`config.mk`:
```
export PLATFORM = sky130hd
export DESIGN_NAME = adc_readout_top
export DESIGN_NICKNAME = d
export VERILOG_FILES = /design/src/acq_pkg.sv /design/src/host_pkg.sv /design/src/mailbox_ram.sv /design/src/acq_control.sv /design/src/frame_packer.sv /design/src/event_fifo.sv /design/src/adc_readout_top.sv
export VERILOG_INCLUDE_DIRS = /design/src
export SDC_FILE = /design/constraint.sdc
export NUM_CORES = 1
export LEC_CHECK = 0
export ABC_CLOCK_PERIOD_IN_PS = 4870
export CAP_MARGIN = 40
export CORE_UTILIZATION = 56
export CTS_CLUSTER_SIZE = 30
export DETAILED_ROUTE_END_ITERATION = 7
export DONT_BUFFER_PORTS = 1
export HOLD_SLACK_MARGIN = 0.08
export PLACE_DENSITY = 0.71
export SYNTH_ARGS = -nofsm -noshare
export SYNTH_HDL_FRONTEND = slang
export SYNTH_SLANG_ARGS = --single-unit
export TNS_END_PERCENT = 5
```
`constraint.sdc`:
```
create_clock -name clk100M -period 4.87 [get_ports clk100M]
set_input_delay 0.974 -clock clk100M [delete_from_list [all_inputs] [get_ports clk100M]]
set_output_delay 0.974 -clock clk100M [all_outputs]
set_load 0.05 [all_outputs]
```
`src/daq_consts.svh`:
```
`ifndef DAQ_CONSTS_SVH
`define DAQ_CONSTS_SVH

// Host mailbox
`define MBOX_DEPTH 32        // Bytes
`define MBOX_AW    5         // Address bits for 32 bytes

// Sample and FIFO word widths
`define SAMPLE_W 16          // One ADC channel
`define WORD_W   32          // Two samples per word

// Event FIFO
`define FIFO_DEPTH 16        // Words

// Settling time after a reset
// Veto drops on the cycle after the counter hits this value
`define VETO_HOLD_CYCLES 450

// Upper half of every trailer word
`define TRAILER_TAG 16'hF0F0

// Mailbox command handshake
`define ACK_FLAG 8'h80       // ORed into the opcode on acknowledge
`define CMD_ADDR 0           // Command byte lives at address 0

`endif

```
`src/acq_pkg.sv`:
```
`include "daq_consts.svh"

package acq_pkg;

  // One channel sample, parallel from the ADC receiver
  typedef logic [`SAMPLE_W-1:0] adc_sample_t;

  typedef logic [`WORD_W-1:0] fifo_word_t;  // Packed word into the event FIFO

  // Packer output sequence
  // Each state names the word on word_data in that cycle
  typedef enum logic [1:0] {
    idle,          // No word out
    emit_low,      // Low channel pair
    emit_high,     // High channel pair
    emit_trailer   // Tag plus frame count
  } pack_state_e;

endpackage

```
`src/host_pkg.sv`:
```
`include "daq_consts.svh"

package host_pkg;

  typedef logic [`MBOX_AW-1:0] mbox_addr_t;  // Mailbox byte address
  typedef logic [7:0]          mbox_byte_t;  // Mailbox data

  // Opcodes written by the host into the command byte
  typedef enum logic [7:0] {
    cmd_nop   = 8'h00,  // Idle value
    cmd_reset = 8'h01,  // Restart the run
    cmd_stop  = 8'h02   // Halt data taking
  } cmd_opcode_e;

  // Control block states
  // Command side uses poll and ack_write
  // Run side uses settle, run and halted
  typedef enum logic [2:0] {
    poll,
    ack_write,
    settle,     // Veto held while front end settles
    run,        // Writes allowed
    halted      // Sticky veto until next reset
  } ctrl_state_e;

endpackage

```
`src/mailbox_ram.sv`:
```
`timescale 1ns/1ns
`include "daq_consts.svh"

module mailbox_ram (
  input  logic                 clk100M,
  // Port A, host side
  input  host_pkg::mbox_addr_t a_addr,
  input  logic                 a_wr_en,
  input  host_pkg::mbox_byte_t a_wdata,
  input  logic                 a_rd_en,
  output host_pkg::mbox_byte_t a_rdata,
  // Port B, control side
  input  host_pkg::mbox_addr_t b_addr,
  input  logic                 b_wr_en,
  input  host_pkg::mbox_byte_t b_wdata,
  output host_pkg::mbox_byte_t b_rdata
);

  host_pkg::mbox_byte_t mem [0:`MBOX_DEPTH-1];

  // Read-first on both ports
  // A write shows up on a read of the same byte one cycle later
  always_ff @(posedge clk100M) begin
    if (a_wr_en)
      mem[a_addr] <= a_wdata;
    if (b_wr_en)
      mem[b_addr] <= b_wdata;  // Port B last so it wins a clash
    if (a_rd_en)
      a_rdata <= mem[a_addr];  // Host data one cycle after rd_en
    b_rdata <= mem[b_addr];    // Control side polls every cycle
  end

  // Host and control block never write the same byte at once
  a_no_write_clash: assert property (
    @(posedge clk100M) !(a_wr_en && b_wr_en && (a_addr == b_addr))
  );

endmodule

```
`src/acq_control.sv`:
```
`timescale 1ns/1ns
`include "daq_consts.svh"

module acq_control (
  input  logic                 clk100M,
  input  logic                 rst_command,
  input  host_pkg::mbox_byte_t mbox_rdata,   // Command byte, one cycle late
  input  logic                 fifo_full,
  output host_pkg::mbox_addr_t mbox_addr,
  output logic                 mbox_wr_en,
  output host_pkg::mbox_byte_t mbox_wdata,
  output logic                 run_reset,    // One-cycle pulse
  output logic                 write_veto
);

  localparam int CNT_W = $clog2(`VETO_HOLD_CYCLES + 1);

  host_pkg::ctrl_state_e cmd_state;  // Poll or ack_write
  host_pkg::ctrl_state_e phase;      // Settle, run or halted
  logic                  stale_rd;   // Read in flight predates the ack
  logic [CNT_W-1:0]      veto_cnt;   // Settling timer
  logic                  do_reset;
  logic                  do_stop;

  assign mbox_addr = host_pkg::mbox_addr_t'(`CMD_ADDR);  // Only byte 0 watched

  // Opcode decode
  // Nop, unknown values and acked bytes fall through
  always_comb begin
    do_reset = 1'b0;
    do_stop  = 1'b0;
    if (cmd_state == host_pkg::poll && !stale_rd) begin
      do_reset = (mbox_rdata == host_pkg::cmd_reset);
      do_stop  = (mbox_rdata == host_pkg::cmd_stop);
    end
  end

  // Command handshake
  always_ff @(posedge clk100M) begin
    if (rst_command) begin
      cmd_state  <= host_pkg::poll;
      stale_rd   <= 1'b0;
      mbox_wr_en <= 1'b0;
      run_reset  <= 1'b0;
    end else begin
      mbox_wr_en <= 1'b0;
      run_reset  <= 1'b0;
      stale_rd   <= 1'b0;
      case (cmd_state)
        host_pkg::poll: begin
          if (do_reset || do_stop) begin
            cmd_state  <= host_pkg::ack_write;
            mbox_wr_en <= 1'b1;       // Ack goes out next cycle
            run_reset  <= do_reset;   // Same cycle as the ack write
          end
        end
        host_pkg::ack_write: begin
          cmd_state <= host_pkg::poll;
          // Port B read of this cycle still returns the raw opcode
          stale_rd  <= 1'b1;
        end
        default: cmd_state <= host_pkg::poll;
      endcase
    end
  end

  // Acknowledge byte
  always_ff @(posedge clk100M) begin
    if (do_reset || do_stop)
      mbox_wdata <= mbox_rdata | `ACK_FLAG;
  end

  // Run phase and write veto
  always_ff @(posedge clk100M) begin
    if (rst_command || do_reset) begin
      phase      <= host_pkg::settle;
      veto_cnt   <= '0;
      write_veto <= 1'b1;  // Held through settling
    end else if (do_stop) begin
      phase      <= host_pkg::halted;
      write_veto <= 1'b1;
    end else begin
      case (phase)
        host_pkg::settle: begin
          veto_cnt <= veto_cnt + 1'b1;
          if (veto_cnt == CNT_W'(`VETO_HOLD_CYCLES)) begin
            phase      <= host_pkg::run;
            write_veto <= 1'b0;  // 451 cycles after reset
          end
        end
        host_pkg::run: begin
          if (fifo_full) begin   // Overflow sticks until next reset
            phase      <= host_pkg::halted;
            write_veto <= 1'b1;
          end
        end
        default: write_veto <= 1'b1;  // Halted
      endcase
    end
  end

  // Run reset is a single pulse
  a_reset_pulse: assert property (
    @(posedge clk100M) disable iff (rst_command) run_reset |=> !run_reset
  );

  // Veto and ack write come up together with run reset
  a_reset_veto: assert property (
    @(posedge clk100M) disable iff (rst_command) run_reset |-> (write_veto && mbox_wr_en)
  );

endmodule

```
`src/frame_packer.sv`:
```
`timescale 1ns/1ns
`include "daq_consts.svh"

module frame_packer (
  input  logic                 clk100M,
  input  logic                 rst_command,
  input  logic                 run_reset,
  input  logic                 sample_strobe,  // Channels valid this cycle
  input  acq_pkg::adc_sample_t ch0,
  input  acq_pkg::adc_sample_t ch1,
  input  acq_pkg::adc_sample_t ch2,
  input  acq_pkg::adc_sample_t ch3,
  input  logic                 frame_mark,     // Level, falling edge ends a frame
  output logic                 word_valid,
  output acq_pkg::fifo_word_t  word_data
);

  acq_pkg::pack_state_e state;
  acq_pkg::pack_state_e state_nxt;
  acq_pkg::adc_sample_t ch2_q;      // High pair kept for the second word
  acq_pkg::adc_sample_t ch3_q;
  logic                 frame_q;
  logic                 frame_fall;
  logic                 trailer_pend;  // One trailer waiting behind a pair
  logic                 trailer_req;
  logic [15:0]          frame_cnt;
  logic [15:0]          cnt_next;

  assign frame_fall  = frame_q && !frame_mark;
  assign cnt_next    = frame_cnt + 16'(frame_fall);  // Counts the current edge
  assign trailer_req = trailer_pend || frame_fall;

  // Sample words first, trailer on the first free slot
  always_comb begin
    state_nxt = acq_pkg::idle;
    case (state)
      acq_pkg::emit_low:
        state_nxt = acq_pkg::emit_high;
      acq_pkg::emit_high:
        if (trailer_req)
          state_nxt = acq_pkg::emit_trailer;
      default: begin  // Idle or trailer just sent
        if (sample_strobe)
          state_nxt = acq_pkg::emit_low;
        else if (trailer_req)
          state_nxt = acq_pkg::emit_trailer;
      end
    endcase
  end

  always_ff @(posedge clk100M) begin
    if (rst_command)
      frame_q <= 1'b0;   // No false edge out of reset
    else
      frame_q <= frame_mark;
  end

  // Control state
  always_ff @(posedge clk100M) begin
    if (rst_command || run_reset) begin
      state        <= acq_pkg::idle;
      word_valid   <= 1'b0;
      trailer_pend <= 1'b0;
      frame_cnt    <= '0;  // Next trailer starts at 1
    end else begin
      state        <= state_nxt;
      word_valid   <= (state_nxt != acq_pkg::idle);
      frame_cnt    <= cnt_next;
      trailer_pend <= trailer_req && (state_nxt != acq_pkg::emit_trailer);
    end
  end

  // Payload
  always_ff @(posedge clk100M) begin
    if (state_nxt == acq_pkg::emit_low) begin
      ch2_q <= ch2;
      ch3_q <= ch3;
    end
    case (state_nxt)
      acq_pkg::emit_low:     word_data <= {ch1, ch0};
      acq_pkg::emit_high:    word_data <= {ch3_q, ch2_q};
      acq_pkg::emit_trailer: word_data <= {`TRAILER_TAG, cnt_next};
      default:               word_data <= word_data;  // Hold when idle
    endcase
  end

  // Two free cycles between strobes keep the pair intact
  a_strobe_gap: assert property (
    @(posedge clk100M) disable iff (rst_command)
      sample_strobe |=> !sample_strobe [*2]
  );

endmodule

```
`src/event_fifo.sv`:
```
`timescale 1ns/1ns
`include "daq_consts.svh"

module event_fifo (
  input  logic                clk100M,
  input  logic                rst_command,
  input  logic                run_reset,   // Flush
  input  logic                wr_en,
  input  acq_pkg::fifo_word_t wr_data,
  input  logic                write_veto,
  input  logic                rd_en,
  output acq_pkg::fifo_word_t rd_data,     // Valid the cycle after rd_en
  output logic                empty,
  output logic                full
);

  localparam int AW = $clog2(`FIFO_DEPTH);

  acq_pkg::fifo_word_t mem [0:`FIFO_DEPTH-1];
  logic [AW:0]         wr_ptr;  // Top bit is the wrap flag
  logic [AW:0]         rd_ptr;
  logic                wr_ok;
  logic                rd_ok;

  assign empty = (wr_ptr == rd_ptr);
  assign full  = (wr_ptr[AW] != rd_ptr[AW]) && (wr_ptr[AW-1:0] == rd_ptr[AW-1:0]);

  // Vetoed or overflowing words are dropped here
  assign wr_ok = wr_en && !write_veto && !full;
  assign rd_ok = rd_en && !empty;

  // Pointers
  always_ff @(posedge clk100M) begin
    if (rst_command || run_reset) begin
      wr_ptr <= '0;
      rd_ptr <= '0;
    end else begin
      if (wr_ok)
        wr_ptr <= wr_ptr + 1'b1;
      if (rd_ok)
        rd_ptr <= rd_ptr + 1'b1;
    end
  end

  // Storage and registered read
  always_ff @(posedge clk100M) begin
    if (wr_ok)
      mem[wr_ptr[AW-1:0]] <= wr_data;
    if (rd_ok)
      rd_data <= mem[rd_ptr[AW-1:0]];
  end

  // Host must check empty before reading
  a_no_read_empty: assert property (
    @(posedge clk100M) disable iff (rst_command) rd_en |-> !empty
  );

endmodule

```
`src/adc_readout_top.sv`:
```
`timescale 1ns/1ns

module adc_readout_top (
  input  logic                 clk100M,
  input  logic                 rst_command,
  // Host mailbox port
  input  host_pkg::mbox_addr_t host_mem_addr,
  input  logic                 host_mem_wr_en,
  input  host_pkg::mbox_byte_t host_mem_wdata,
  input  logic                 host_mem_rd_en,
  output host_pkg::mbox_byte_t host_mem_rdata,
  // Parallel ADC samples
  input  logic                 sample_strobe,
  input  acq_pkg::adc_sample_t ch0,
  input  acq_pkg::adc_sample_t ch1,
  input  acq_pkg::adc_sample_t ch2,
  input  acq_pkg::adc_sample_t ch3,
  input  logic                 frame_mark,
  // Host event read port
  input  logic                 host_rd_en,
  output acq_pkg::fifo_word_t  host_rd_data,
  output logic                 host_rd_empty,
  output logic                 write_veto
);

  host_pkg::mbox_addr_t mbox_b_addr;
  logic                 mbox_b_wr_en;
  host_pkg::mbox_byte_t mbox_b_wdata;
  host_pkg::mbox_byte_t mbox_b_rdata;
  logic                 run_reset;   // Flushes packer and FIFO
  logic                 fifo_full;
  logic                 word_valid;
  acq_pkg::fifo_word_t  word_data;

  mailbox_ram u_mailbox_ram (
    .clk100M (clk100M),
    .a_addr  (host_mem_addr),
    .a_wr_en (host_mem_wr_en),
    .a_wdata (host_mem_wdata),
    .a_rd_en (host_mem_rd_en),
    .a_rdata (host_mem_rdata),
    .b_addr  (mbox_b_addr),
    .b_wr_en (mbox_b_wr_en),
    .b_wdata (mbox_b_wdata),
    .b_rdata (mbox_b_rdata)
  );

  acq_control u_acq_control (
    .clk100M     (clk100M),
    .rst_command (rst_command),
    .mbox_rdata  (mbox_b_rdata),
    .fifo_full   (fifo_full),
    .mbox_addr   (mbox_b_addr),
    .mbox_wr_en  (mbox_b_wr_en),
    .mbox_wdata  (mbox_b_wdata),
    .run_reset   (run_reset),
    .write_veto  (write_veto)
  );

  frame_packer u_frame_packer (
    .clk100M       (clk100M),
    .rst_command   (rst_command),
    .run_reset     (run_reset),
    .sample_strobe (sample_strobe),
    .ch0           (ch0),
    .ch1           (ch1),
    .ch2           (ch2),
    .ch3           (ch3),
    .frame_mark    (frame_mark),
    .word_valid    (word_valid),
    .word_data     (word_data)
  );

  event_fifo u_event_fifo (
    .clk100M     (clk100M),
    .rst_command (rst_command),
    .run_reset   (run_reset),
    .wr_en       (word_valid),
    .wr_data     (word_data),
    .write_veto  (write_veto),
    .rd_en       (host_rd_en),
    .rd_data     (host_rd_data),
    .empty       (host_rd_empty),
    .full        (fifo_full)
  );

endmodule

```
### After elaboration in Yosys (flattened, before gate mapping)

Memories as Yosys holds them, arrays and structs flattened. A register that Yosys moved wholly into a read port is not among the register bits.
Cells that the tools add are included.

* register bits: 119
* bits in writable memories: 768
* input port bits: 84
* word-level logic and storage cells: 95
* memories: 2

Memory list
* u_event_fifo.mem: depth 16, width 32, rd ports 1, clocked after memory_dff 1, write ports 1, line event_fifo.sv:19 `` acq_pkg::fifo_word_t mem [0:`FIFO_DEPTH-1]; ``
* u_mailbox_ram.mem: depth 32, width 8, rd ports 2, clocked after memory_dff 2, write ports 2, line mailbox_ram.sv:19 `` host_pkg::mbox_byte_t mem [0:`MBOX_DEPTH-1]; ``

* bitwise gates (word level): 3
* add/sub/neg operators: 4
* reduce and logical (&&, ||, !) cells: 28
* muxes and demuxes: 21
* eq/ne operators: 18

Operators by type and width (number)
* $pmux W32 S3: 1
* $add A16 B1 Y16: 1
* $mux W1: 12
* $add A5 B1 Y5 const B: 2
* $add A9 B1 Y9 const B: 1
* $eq A9 B9 Y1 const B: 1
* $mux W3: 3
* $eq A8 B1 Y1 const B: 1
* $eq A8 B2 Y1 const B: 1
* $logic_and A1 B1 Y1: 7
* $eq A2 B2 Y1 const B: 3
* $eq A3 B2 Y1 const B: 2
* $ne A3 B1 Y1 const B: 2
* $pmux W3 S2: 1
* $reduce_and A3 Y1: 2
* $reduce_bool A3 Y1: 2
* $eq A5 B5 Y1: 1
* $logic_not A1 Y1: 5
* $eq A2 B1 Y1 const B: 2
* $eq A4 B4 Y1: 1
* $logic_or A1 B1 Y1: 4
* $mux W2: 2
* $ne A2 B1 Y1 const B: 2
* $pmux W2 S2: 1
* other kinds (9): 14

### Depth between registers and ports, before layout

* depth after elaboration: 8
* mapped depth: 8
* depth with buffers taken out: 7

### By module

From an unflattened synthesis, not the netlist that was laid out.

* cells, all modules: 2526
* area total of the unflattened synthesis: 41631.2 µm²

By module, submodules not included
* event_fifo: times used 1, cells each 945, sequential area each 16535.9 µm², area an instance 20975.1 µm²
* mailbox_ram: times used 1, cells each 1208, sequential area each 8087.8 µm², area an instance 16105.4 µm²
* frame_packer: times used 1, cells each 267, sequential area each 2342.2 µm², area an instance 3474.6 µm²
* acq_control: times used 1, cells each 106, sequential area each 550.5 µm², area an instance 1076.0 µm²

### Worst setup path after synthesis

OpenSTA, ideal clock, no wires.

* kind: input-to-reg
* start point: input frame_mark
* end point: register u_frame_packer.word_data[0] (enable)
* data required time: 4.438 ns
* setup slack: 1.360 ns
* arrival: 3.078 ns
* stages: 4
* path buffers: 0
* cell sequence: nor2b_1 or2_2 nor2_1 a21oi_1

* longest elaborated chain between the ends: 8

RTL lines
* start: declaration: line adc_readout_top.sv:18 `input logic frame_mark,`
* $logic_not A1 Y1 *: line frame_packer.sv:29 `assign frame_fall = frame_q && !frame_mark;`
* $logic_and A1 B1 Y1 *: line frame_packer.sv:29
* $logic_or A1 B1 Y1 *: line frame_packer.sv:31 `assign trailer_req = trailer_pend || frame_fall;`
* $mux W2 *: line frame_packer.sv:40, frame_packer.sv:45
* $mux W2: line frame_packer.sv:43 `if (sample_strobe)`
* $pmux W2 S2 *: line frame_packer.sv:36 `case (state)`
* $eq A2 B2 Y1 or $eq A2 B1 Y1 (tied branches): line frame_packer.sv:79 `case (state_nxt)`
* $reduce_bool A3 Y1 (no source line) *
* end signal: assignment: line frame_packer.sv:80 `acq_pkg::emit_low: word_data <= {ch1, ch0};`
* end signal: assignment: line frame_packer.sv:81 `acq_pkg::emit_high: word_data <= {ch3_q, ch2_q};`
* end signal: assignment: line frame_packer.sv:82 `` acq_pkg::emit_trailer: word_data <= {`TRAILER_TAG, cnt_next}; ``
* end: declaration: line frame_packer.sv:15 `output acq_pkg::fifo_word_t word_data`

Every way passes the cells marked *; elsewhere a longest branch is shown, timed or not.
A chain may end at the register's enable or synchronous reset.

### Worst setup path in the final report

* start point: register u_event_fifo.rd_ptr[1]
* end point: output host_rd_empty

* longest elaborated chain between the ends: 1

RTL lines
* start: declaration: line event_fifo.sv:21 `logic [AW:0] rd_ptr;`
* start signal: assignment: line event_fifo.sv:41 `rd_ptr <= rd_ptr + 1'b1;`
* $eq A5 B5 Y1: line event_fifo.sv:25 `assign empty = (wr_ptr == rd_ptr);`
* end: declaration: line adc_readout_top.sv:22 `output logic host_rd_empty,`

No other way between the ends.

==> flow_summary.ini <==
[sta]
fin_setup_tns_ns = 0
report.final.slew_viol_count = 0
finalHoldViolations = 0
fin_crit_sh_pct = 68.1
setup_viol = 0
layout_min_cycle_time_ns = 3.32
slew_headroom_pct = 39.3
max_freq_mhz = 301
worst_pin_slew_ns = 0.910
rsz0062_at_grt = false
skew_ns = 0.0340

[power]
fin_total_pwr_w = 0.0174
power.density_nw_per_um2 = 437
leakage_nw = 12.4
ir_drop_uv = 345

[route]
num_vias = 17700
wirelength_mm = 76.6
wl_per_cell_um = 27.7
dr.pass1.iters = 7
viasPerCell = 6.41
drc_errors = 0
drtIter0Drc = 1928
ant_nets = 0

[setup_path]
rr_endpoint = u_event_fifo.mem[13][16]
ff2ff_path_depth = 6
startpoint_type = flop
worstPathMaxFanout = 58
critPathKind = reg2out
crit_family = flip-flops
end_kind = output pin
worst-path-buf-inv = 1
cp_cell_sequence = xnor2_1, nand4_1, nor2_1, buf_4
cpPeakStageDelay_ns = 0.88
worstPathRequired_ns = 3.90
r2r_slack_ns = 1.74
slowest_stage = dfxtp_4
arrival_ns = 2.34
startpoint = u_event_fifo.rd_ptr[1]
r2r-start = u_event_fifo.rd_ptr[1]

[cells_and_area]
drive_above_1_share_pct = 20.2
final_common_cell = edfxtp_1
fin_nets = 1941
stdcell_count = 2763
mostFrequentLayoutCells = edfxtp_1, mux4_2, nand2_1
area_growth_pct = 11.1
diodes = 0
final_area_sq_um = 39900
post-route-util_pct = 63.1

[synth]
ys_ff_latch = 935
synth_edf_count = 878
netlist_area_sq_um = 35900
yosysUniqueCellTypes = 64
syn_nets = 1919
async_flop_share_pct = 0
synth_seq_area_share_pct = 76.7
synth_flop_cell = edfxtp_1
synth_cells = 1822
yosysWarnings = 0
postSynthAreaPerCell_sq_um = 19.7

[floorplanning]
rows = 92
die_x_um = 255
ios = 126
dieArea_sq_um = 65100
initial_core_util_pct = 56.8
fp.dieH_um = 255
core_sq_um = 63200

[global_route]
grt_max_degree = 76
overflow = 0
grt_pass1_wl_mm = 114
antenna_found_initial = 2
first_global_vias = 17600
grtUsageTotal_pct = 24.2

[cts]
postCtsHoldBufs = 0
numCtsBuffers = 90
cts_resized = 0
insertion_delay_ns = 0.64
cts_root_buf = clkbuf_16
clock_sinks = 935
postCtsSetupRepairBufs = 0
cts_tree = yes
cts.path.max_buffers = 3
cts-htree-levels = 3
clkTransAtPathRegs_ns = 0.06

[outcome]
outcome = finished, final reports clean

[placement]
portBuffers = 0
dpl-instance-area_sq_um = 36900
place.gp.congestion = 0.832
dp.cells = 2598
hpwl_mm = 46.9

[min_path]
hold_path.class = reg2reg
hold_end = u_mailbox_ram.b_rdata[0]
holdPathStages = 0
hp-start = u_mailbox_ram.mem[0][0]

[run]
max_cap_viol_count = 0
-- metrics by stage --
| step | setup slack [ns] | hold WS [ns] |
|---|---|---|
| 6_report | 1.55 | 0.370 |
| 5_1_grt | 1.37 | 0.386 |
| 4_1_cts | 1.49 | 0.367 |
| 3_5_place_dp | 1.74 | 0.361 |
| 3_3_place_gp | 1.67 | 0.359 |
| 2_1_floorplan | 1.36 | 0.343 |
-- layer usage --
metal  routed length [um]  vias to the layer above  GRT usage [%]
met5                   13                        -              0
met4                 1280                        2           5.66
met3                 8010                      107           5.51
met2                35100                      898           35.5
met1                32200                     9214           37.2
li1                     -                     7503              -
-- state kept, by name, summed over array words and instances, names as in the netlist, 2 cells and up --
name,cells
u_event_fifo.wr_ptr,5
u_frame_packer.ch2_q,16
u_acq_control.mbox_wdata,7
u_frame_packer.word_data,32
u_frame_packer.ch3_q,16
u_event_fifo.mem,512
u_event_fifo.rd_data,32
u_mailbox_ram.b_rdata,8
u_frame_packer.frame_cnt,16
u_acq_control.veto_cnt,9
u_mailbox_ram.mem,256
u_frame_packer.state,2
u_acq_control.phase,3
u_event_fifo.rd_ptr,5
u_mailbox_ram.a_rdata,8
-- cells in the mapped netlist (all sizes together), types with 4 or more instances --
library cell  instances  area, sq um
a211oi               36          270
a21oi                16         87.6
a221o                 5         50.1
a22o                  7         61.3
a22oi                34          255
a31oi                33          206
and2                  5         31.3
and3                 17          106
and4                  4         35.0
buf                  43          224
clkbuf               55          206
dfxtp                57         1140
edfxtp              878        26400
ha                   13          163
inv                  26         97.6
mux2i                14          140
mux4                192         4320
nand2               122          458
nand2b                5         31.3
nand3                16         80.1
nand3b                5         37.5
nand4                23          144
nor2                 66          255
nor2b                40          250
nor3                  8         40.0
nor4                  4         25.0
o211ai                4         30.0
o21ai                16         80.1
o221ai               11         96.3
or2                   4         25.0
or3                   7         43.8
or4                   6         48.8
xnor2                 9         78.8
xor2                 11         96.3
-- cell type report --
cell class,count,area [sq um]
Tap cell,846,1060
Sequential cell,935,27500
Timing Repair Buffer,28,343
Clock inverter,47,484
Inverter,27,101
Multi-Input combinational cell,762,7900
Clock buffer,118,2450
Fill cell,4135,23300
-- cells by family (layout without fill, tap and decap cells) --
group | count (synthesis) | in the layout | synth area share [%]
flops | 935 | 935 | 76.7
simple gates | 343 | 343 | 4.76
compound gates | 180 | 180 | 3.68
buf+inv | 125 | 220 | 1.48
xor+xnor | 20 | 20 | 0.488
mux | 206 | 206 | 12.4
fa+ha+maj | 13 | 13 | 0.453
-- how the worst max path moves through the flow --
stage | to | slack [ns] | cells past startpoint
CTS | host_rd_empty | 1.49 | 4
floorplan | u_frame_packer.word_data[0] | 1.36 | 4
detailed placement | u_event_fifo.mem[13][8] | 1.74 | 6
finish | host_rd_empty | 1.55 | 4
global placement | u_event_fifo.mem[12][11] | 1.67 | 5
global route | host_rd_empty | 1.37 | 4
-- report_power, final --
part	total [W]	switching, W	internal [W]
sequential	0.00969	0.000486	0.00920
clock	0.00690	0.00292	0.00398
combinational	0.000845	0.000467	0.000378
total	0.0174	0.00387	0.0136
Power figures use the tool's default switching activity.
